**src/verilog/concat_macros.svh**
```systemverilog
// Link concatenator field widths, PHY word bit positions and boundary register enables
`ifndef CONCAT_MACROS_SVH
`define CONCAT_MACROS_SVH

// Word and packet widths
`define PHY_W 80
`define PKT_W 75

// Logic link payload widths
`define AR_W 47
`define AW_W 47
`define W_W 39
`define R_W 37
`define B_W 4

// Transmit word layout, channel bit sits at 0
`define TX_PKT_LSB 1
`define TX_CRD_LSB 76
`define TX_MRK_POS 79

// Receive word layout, channel code sits at 1:0
`define RX_PKT_LSB 2
`define RX_R_CRD_POS 77
`define RX_B_CRD_POS 79

// Boundary flops on the PHY side
`define TX_REG_PHY 1
`define RX_REG_PHY 1

`endif

```
**src/verilog/concat_pkg.sv**
```systemverilog
// Shared types of the AXI slave link concatenator: PHY word, packet, payloads, channel codes
`include "concat_macros.svh"

package concat_pkg;

  ////////////////////////////////
  // Word and packet
  ////////////////////////////////

  typedef logic [`PHY_W-1:0] phy_word_t;
  typedef logic [`PKT_W-1:0] packet_t;

  ////////////////////////////////
  // Logic link payloads
  ////////////////////////////////

  // Address channels, received
  typedef logic [`AR_W-1:0] ar_data_t;
  typedef logic [`AW_W-1:0] aw_data_t;

  // Write data, received
  typedef logic [`W_W-1:0] w_data_t;

  // Read data and write response, transmitted
  typedef logic [`R_W-1:0] r_data_t;
  typedef logic [`B_W-1:0] b_data_t;

  ////////////////////////////////
  // Channel codes
  ////////////////////////////////

  // Channel bit of the transmit word
  typedef enum logic [0:0] {
    TX_CHAN_B = 1'b0,
    TX_CHAN_R = 1'b1
  } tx_chan_e;

  // Channel code of the receive word, code 3 carries nothing
  typedef enum logic [1:0] {
    RX_CHAN_AR   = 2'd0,
    RX_CHAN_AW   = 2'd1,
    RX_CHAN_W    = 2'd2,
    RX_CHAN_NONE = 2'd3
  } rx_chan_e;

endpackage

```
**src/verilog/axi_mm_slave_concat.sv**
```systemverilog
// AXI memory-mapped slave link concatenator: R/B transmit packing and AR/AW/W receive split
`include "concat_macros.svh"

module axi_mm_slave_concat (
  input  logic                   clk_rd,
  input  logic                   rst_rd_n,

  // Read data toward the link
  input  logic                   r_valid,
  output logic                   r_ready,
  input  concat_pkg::r_data_t    r_data,

  // Write response toward the link
  input  logic                   b_valid,
  output logic                   b_ready,
  input  concat_pkg::b_data_t    b_data,

  // Read address from the link
  output logic                   ar_push,
  output concat_pkg::ar_data_t   ar_data,

  // Write address from the link
  output logic                   aw_push,
  output concat_pkg::aw_data_t   aw_data,

  // Write data from the link
  output logic                   w_push,
  output concat_pkg::w_data_t    w_data,

  // Credits and marker
  input  logic                   ar_credit,
  input  logic                   aw_credit,
  input  logic                   w_credit,
  input  logic                   marker,
  output logic                   r_credit,
  output logic                   b_credit,

  // PHY words
  output concat_pkg::phy_word_t  tx_phy,
  input  concat_pkg::phy_word_t  rx_phy
);

  import concat_pkg::*;

  packet_t  tx_packet;
  tx_chan_e tx_chan;
  rx_chan_e rx_chan;
  packet_t  rx_packet;

  //////////////////////////////
  // Transmit path
  //////////////////////////////

  tx_packetizer i_tx_packetizer (
    .clk_rd   (clk_rd),
    .rst_rd_n (rst_rd_n),
    .b_valid  (b_valid),
    .r_valid  (r_valid),
    .b_data   (b_data),
    .r_data   (r_data),
    .b_ready  (b_ready),
    .r_ready  (r_ready),
    .packet   (tx_packet),
    .chan     (tx_chan)
  );

  phy_tx_framer #(
    .reg_phy (`TX_REG_PHY)
  ) i_phy_tx_framer (
    .clk_rd    (clk_rd),
    .rst_rd_n  (rst_rd_n),
    .chan      (tx_chan),
    .packet    (tx_packet),
    .ar_credit (ar_credit),
    .aw_credit (aw_credit),
    .w_credit  (w_credit),
    .marker    (marker),
    .tx_phy    (tx_phy)
  );

  //////////////////////////////
  // Receive path
  //////////////////////////////

  phy_rx_deframer #(
    .reg_phy (`RX_REG_PHY)
  ) i_phy_rx_deframer (
    .clk_rd    (clk_rd),
    .rst_rd_n  (rst_rd_n),
    .rx_phy    (rx_phy),
    .rx_chan   (rx_chan),
    .rx_packet (rx_packet),
    .r_credit  (r_credit),
    .b_credit  (b_credit)
  );

  // No back-pressure here, the far end sends against credits
  rx_packet_demux i_rx_packet_demux (
    .rx_chan   (rx_chan),
    .rx_packet (rx_packet),
    .ar_push   (ar_push),
    .aw_push   (aw_push),
    .w_push    (w_push),
    .ar_data   (ar_data),
    .aw_data   (aw_data),
    .w_data    (w_data)
  );

endmodule

```
**src/verilog/phy_rx_deframer.sv**
```systemverilog
// Receive deframer: samples the PHY word and splits out channel code, packet and credits
`include "concat_macros.svh"

module phy_rx_deframer #(
  parameter bit reg_phy = 1'b1
) (
  input  logic                   clk_rd,
  input  logic                   rst_rd_n,
  input  concat_pkg::phy_word_t  rx_phy,
  output concat_pkg::rx_chan_e   rx_chan,
  output concat_pkg::packet_t    rx_packet,
  output logic                   r_credit,
  output logic                   b_credit
);

  import concat_pkg::*;

  phy_word_t rx_word;

  // Optional boundary flop from the PHY
  if (reg_phy)
  begin : g_reg
    phy_word_t rx_q;

    always_ff @(posedge clk_rd or negedge rst_rd_n)
    begin
      if (!rst_rd_n)
      begin
        rx_q <= '0;
      end
      else
      begin
        rx_q <= rx_phy;
      end
    end

    assign rx_word = rx_q;
  end
  else
  begin : g_comb
    assign rx_word = rx_phy;
  end

  // Bit 78 is the far-end marker, not needed here
  assign rx_chan   = rx_chan_e'(rx_word[1:0]);
  assign rx_packet = rx_word[`RX_PKT_LSB +: `PKT_W];
  assign r_credit  = rx_word[`RX_R_CRD_POS];
  assign b_credit  = rx_word[`RX_B_CRD_POS];

endmodule

```
**src/verilog/phy_tx_framer.sv**
```systemverilog
// Transmit framer: places channel, packet, credits and marker on the PHY word
`include "concat_macros.svh"

module phy_tx_framer #(
  parameter bit reg_phy = 1'b1
) (
  input  logic                   clk_rd,
  input  logic                   rst_rd_n,
  input  concat_pkg::tx_chan_e   chan,
  input  concat_pkg::packet_t    packet,
  input  logic                   ar_credit,
  input  logic                   aw_credit,
  input  logic                   w_credit,
  input  logic                   marker,
  output concat_pkg::phy_word_t  tx_phy
);

  import concat_pkg::*;

  phy_word_t tx_word;

  // Word layout: channel, packet, AR/AW/W credits, marker on top
  always_comb
  begin
    tx_word                          = '0;
    tx_word[0]                       = chan;
    tx_word[`TX_PKT_LSB +: `PKT_W]   = packet;
    tx_word[`TX_CRD_LSB +: 3]        = {w_credit, aw_credit, ar_credit};
    tx_word[`TX_MRK_POS]             = marker;
  end

  // Optional boundary flop toward the PHY
  if (reg_phy)
  begin : g_reg
    phy_word_t tx_q;

    always_ff @(posedge clk_rd or negedge rst_rd_n)
    begin
      if (!rst_rd_n)
      begin
        tx_q <= '0;
      end
      else
      begin
        tx_q <= tx_word;
      end
    end

    assign tx_phy = tx_q;
  end
  else
  begin : g_comb
    assign tx_phy = tx_word;
  end

endmodule

```
**src/verilog/rx_packet_demux.sv**
```systemverilog
// Receive demultiplexer: steers the packet to the AR, AW or W push by channel code
`include "concat_macros.svh"

module rx_packet_demux (
  input  concat_pkg::rx_chan_e  rx_chan,
  input  concat_pkg::packet_t   rx_packet,
  output logic                  ar_push,
  output logic                  aw_push,
  output logic                  w_push,
  output concat_pkg::ar_data_t  ar_data,
  output concat_pkg::aw_data_t  aw_data,
  output concat_pkg::w_data_t   w_data
);

  import concat_pkg::*;

  logic ar_push_bit;
  logic aw_push_bit;
  logic w_push_bit;

  // Push bit sits just above each payload
  assign ar_push_bit = rx_packet[`AR_W];
  assign aw_push_bit = rx_packet[`AW_W];
  assign w_push_bit  = rx_packet[`W_W];

  // Channel code picks the target, code 3 matches none
  assign ar_push = (rx_chan == RX_CHAN_AR) && ar_push_bit;
  assign aw_push = (rx_chan == RX_CHAN_AW) && aw_push_bit;
  assign w_push  = (rx_chan == RX_CHAN_W)  && w_push_bit;

  // Data fans out to all three, push qualifies it
  assign ar_data = rx_packet[0 +: `AR_W];
  assign aw_data = rx_packet[0 +: `AW_W];
  assign w_data  = rx_packet[0 +: `W_W];

endmodule

```
**src/verilog/tx_packetizer.sv**
```systemverilog
// Transmit packetizer: arbitrates R and B beats, packs the winner and returns ready
`include "concat_macros.svh"

module tx_packetizer (
  input  logic                 clk_rd,
  input  logic                 rst_rd_n,
  input  logic                 b_valid,
  input  logic                 r_valid,
  input  concat_pkg::b_data_t  b_data,
  input  concat_pkg::r_data_t  r_data,
  output logic                 b_ready,
  output logic                 r_ready,
  output concat_pkg::packet_t  packet,
  output concat_pkg::tx_chan_e chan
);

  import concat_pkg::*;

  logic     grant_valid;
  tx_chan_e grant_chan;

  //////////////////////////////
  // Arbitration
  //////////////////////////////

  tx_rr_arbiter i_tx_rr_arbiter (
    .clk_rd      (clk_rd),
    .rst_rd_n    (rst_rd_n),
    .b_req       (b_valid),
    .r_req       (r_valid),
    .grant_valid (grant_valid),
    .grant_chan  (grant_chan)
  );

  // Only the granted channel sees ready
  assign b_ready = grant_valid && (grant_chan == TX_CHAN_B);
  assign r_ready = grant_valid && (grant_chan == TX_CHAN_R);

  //////////////////////////////
  // Packing
  //////////////////////////////

  // Payload in the low bits, push bit right above it, spare bits zero
  always_comb
  begin
    packet = '0;
    if (grant_valid)
    begin
      if (grant_chan == TX_CHAN_R)
      begin
        packet[0 +: `R_W] = r_data;
        packet[`R_W]      = 1'b1;
      end
      else
      begin
        packet[0 +: `B_W] = b_data;
        packet[`B_W]      = 1'b1;
      end
    end
  end

  // Idle word goes out tagged as B with push bit clear
  always_comb
  begin
    if (grant_valid)
    begin
      chan = grant_chan;
    end
    else
    begin
      chan = TX_CHAN_B;
    end
  end

endmodule

```
**src/verilog/tx_rr_arbiter.sv**
```systemverilog
// Two-way round-robin arbiter between write-response and read-data transmit beats
module tx_rr_arbiter (
  input  logic                 clk_rd,
  input  logic                 rst_rd_n,
  input  logic                 b_req,
  input  logic                 r_req,
  output logic                 grant_valid,
  output concat_pkg::tx_chan_e grant_chan
);

  import concat_pkg::*;

  // Channel that won the most recent grant
  tx_chan_e last_chan;

  assign grant_valid = b_req | r_req;

  // Lone requester wins, a tie goes to the channel not served last
  always_comb
  begin
    if (b_req && r_req)
    begin
      grant_chan = (last_chan == TX_CHAN_R) ? TX_CHAN_B : TX_CHAN_R;
    end
    else if (r_req)
    begin
      grant_chan = TX_CHAN_R;
    end
    else
    begin
      grant_chan = TX_CHAN_B;
    end
  end

  // Starts at R so that B takes the first tie
  always_ff @(posedge clk_rd or negedge rst_rd_n)
  begin
    if (!rst_rd_n)
    begin
      last_chan <= TX_CHAN_R;
    end
    else if (grant_valid)
    begin
      last_chan <= grant_chan;
    end
  end

endmodule
```
**config.mk**
```make
export PLATFORM = sky130hd
export DESIGN_NAME = axi_mm_slave_concat
export DESIGN_NICKNAME = d
export VERILOG_FILES = /design/src/verilog/concat_pkg.sv /design/src/verilog/axi_mm_slave_concat.sv /design/src/verilog/phy_rx_deframer.sv /design/src/verilog/phy_tx_framer.sv /design/src/verilog/rx_packet_demux.sv /design/src/verilog/tx_packetizer.sv /design/src/verilog/tx_rr_arbiter.sv
export VERILOG_INCLUDE_DIRS = /design/src /design/src/verilog
export SDC_FILE = /design/constraint.sdc
export NUM_CORES = 1
export LEC_CHECK = 0
export BUFFER_PORTS_ARGS = -buffer_cell sky130_fd_sc_hd__buf_2
export CAP_MARGIN = 20
export CELL_PAD_IN_SITES_DETAIL_PLACEMENT = 1
export CELL_PAD_IN_SITES_GLOBAL_PLACEMENT = 1
export CORE_MARGIN = 2
export CORE_UTILIZATION = 33
export CTS_CLUSTER_DIAMETER = 60
export CTS_CLUSTER_SIZE = 28
export DETAILED_ROUTE_END_ITERATION = 8
export GPL_ROUTABILITY_DRIVEN = 1
export GPL_TIMING_DRIVEN = 0
export PLACE_DENSITY = 0.77
export SYNTH_ARGS = -nofsm -noshare
export SYNTH_HDL_FRONTEND = slang
export SYNTH_HIERARCHICAL = 1
export SYNTH_SLANG_ARGS = --single-unit
export TNS_END_PERCENT = 50
```
**constraint.sdc**
```tcl
create_clock -name clk_rd -period 2.58 [get_ports clk_rd]
set_clock_uncertainty 0.2 [all_clocks]
set_input_delay 0.774 -clock clk_rd [delete_from_list [all_inputs] [get_ports clk_rd]]
set_output_delay 0.774 -clock clk_rd [all_outputs]
set_load 0.01 [all_outputs]
```
==> run summary <==
The classification of the worst setup path is in2out. The largest net degree at the start of global routing was 73. After detailed placement, the design holds a cell count of 910. The mean post-synth cell area works out to 13.8 um^2. Counting the buffers created by CTS gives 17. For the pin with the worst max-slew slack, the measured transition is 0.591 ns. In this run the count of I/O pins placed on the die edge is 349. The floorplan step defined a die boundary enclosing 0.0163 mm^2. Detailed-router iteration count before antenna repair: 4.

Once detailed placement completed, the half-perimeter wirelength came to 10,900 um. In the final layout, the share of cells above drive strength 1 is 71.9%. For this run, the number of Yosys warnings is 6.

The TritonCTS sink count was 133. Across all hold checks on the routed design, the worst slack comes to 0.126 ns. The run gives 51.3% as the end-of-flow core utilization.

The final-report setup violation count is 0. Dividing the detail-routed wire length by the instance count gives 14.6 um. The register-to-register setup slack is 1.03 ns. The flow ran to the end, and the final reports show no timing, DRC or antenna violations.

The logs give 0 for the number of antenna violations at the first check in global routing and 0.405 mV for the maximum vdd drop. The register clock-pin slew on the reported worst setup and hold paths came out at 0.05 ns. After technology mapping, the gate count stands at 365.

The timing startpoint of the critical path is b_valid. Input and output buffers added on the ports amount to 320. The cts-stage hold buffer count is 0, and the final weighted congestion in routability-driven placement is 0.751. The repair_antennas step left the layout with diodes totalling 0. Max-cap violations in this run came to 0. For the worst-skew pair, the clock arrives at the later sink with an insertion delay of 0.41 ns. Final critical-path required period: 2.56 ns. The logs give 0 for the number of hold violations in the final report and 2 for the maximum buffer depth of the clock tree. The H-tree depth is 4, and the horizontal die dimension is 128 um.

The share of the cycle needed by the critical path after routing was 99.3%; the power density normalized to cell area was 701 mW/mm^2. The core region is 0.0150 mm^2. For this configuration, the core starts out at a cell density of 33.5%.

Summing every instance area after synthesis gives 0.00504 mm^2. TritonCTS built the clock tree. Static timing analysis puts the maximum clock frequency at 0.390 GHz.

The run gives 3,722 as the routed via count. The run gives 60.6% as the max-slew headroom at the worst pin. The reg-to-reg startpoint was i_tx_packetizer/i_tx_rr_arbiter/last_chan. For the final standard cell count with taps included and fillers excluded, the log shows 946.

The global router's overall resource usage is 16.7%. The final max-slew violation count came out at 0. Summed over all layers, the routed wires come to 13,800 um. Data on the critical path arrives at its endpoint at 1.59 ns. The run gives 3,890 as the number of global-route vias before repair. The worst setup path is captured at an output pin. STA classifies the critical path startpoint as a primary input. The classification of the worst-slack hold path is in2async. The first global-routing pass estimated 20,400 um of wire.

STA puts the critical path data required time at 1.61 ns. The via count normalized by instance count was 3.93. The detail route stage leaves a number of antenna-violating nets equal to 0. Summed over all layers, the global routing overflow is 0. In the routed design, unresolved DRC markers number 0. The floorplan has 45 rows. For this design the static power due to leakage is 4.51 nW.

The root buffer cell chosen for the clock tree is clkbuf_16. The growth of design area from synthesis to finish is 53.2%, and the iteration-0 DRC count of the detailed router is 81. The die is 128 um tall. The number of nets in the finished design was 876; the biggest fanout along the worst timing path was 7.
[stage by stage]
step	power, mW	cell area [um^2]	TNS [ns]	worst slack, ns
after detailed placement	2.99	7040	-0.666	-0.417
after floorplan	2.64	5170	0	0.0426
after global placement	2.96	7010	-147.62	-1.12
after CTS	5.47	7680	-0.0157	-0.0157
after global routing	5.64	7720	-0.0000154	-0.0000154
final	5.41	7720	0	0.0181
[routing by layer]
layer  share of wire, %  track usage, %  vias up  routed length, um
met3                8.2            5.90       29               1130
met5                  0               0        -                  0
met1                 33            16.0     1804               4530
li1                   -               -     1704                  -
met4                2.7            8.21        0                374
met2                 56            31.4      185               7770
[state kept, by name (all words and copies together), names as in the netlist]
signal,flops
i_tx_packetizer/i_tx_rr_arbiter/last_chan,1
i_phy_tx_framer/tx_phy,80
i_phy_rx_deframer/g_reg.rx_q,52
[layout make-up]
class / instances / area, um^2
well taps: 188 / 235
repair buffers: 329 / 1700
fillers: 1709 / 7320
plain buffers: 178 / 1350
flip-flops and latches: 133 / 3330
clock inverters: 9 / 128
inverters: 1 / 3.75
clock buffers: 21 / 470
multi-input cells: 87 / 500
[power breakdown]
part / leakage [nW] / total (mW) / switching (mW) / internal, mW
clock: 0.287 / 2.43 / 0.855 / 1.58
sequential: 1.61 / 2.26 / 0.0530 / 2.20
combinational: 2.61 / 0.718 / 0.325 / 0.393
[final timing paths]
check / to / cells after the start
worst max-delay path: r_ready / 5
worst min-delay path: i_phy_rx_deframer/g_reg.rx_q[21] / 1
worst max register to register: i_phy_tx_framer/tx_phy[22] / 5
worst min register to register: i_tx_packetizer/i_tx_rr_arbiter/last_chan / 3
max in group asynchronous: i_phy_tx_framer/tx_phy[59] / 2
min in group clk_rd: i_phy_rx_deframer/g_reg.rx_q[20] / 1
[worst max-delay path, cell delays in order]
cell	delay (ns)
buf_2	0.13
or2_4	0.28
and2_4	0.16
buf_4	0.13
buf_6	0.11
[cells in the final DEF, fill, tap and decap left out, types with 2 or more instances in the layout]
cell type   instances
buf_2             317
buf_4             182
dfrtp_1           132
conb_1             37
and3_1             28
clkbuf_16          17
buf_6               4
and3_2              4
mux2i_1             4
nor2b_1             4
clkbuf_8            3
clkinvlp_4          3
bufinv_16           3
clkinv_2            3
clkbuf_1            2
and3b_1             2
[timing repair]
item	4_1_cts	5_1_grt
endpoints found under the setup margin	2	1
gates resized for setup	7	2
buffers inserted	2	6
pin swaps	1	2
Note: power is estimated with default switching activity, not from simulation.
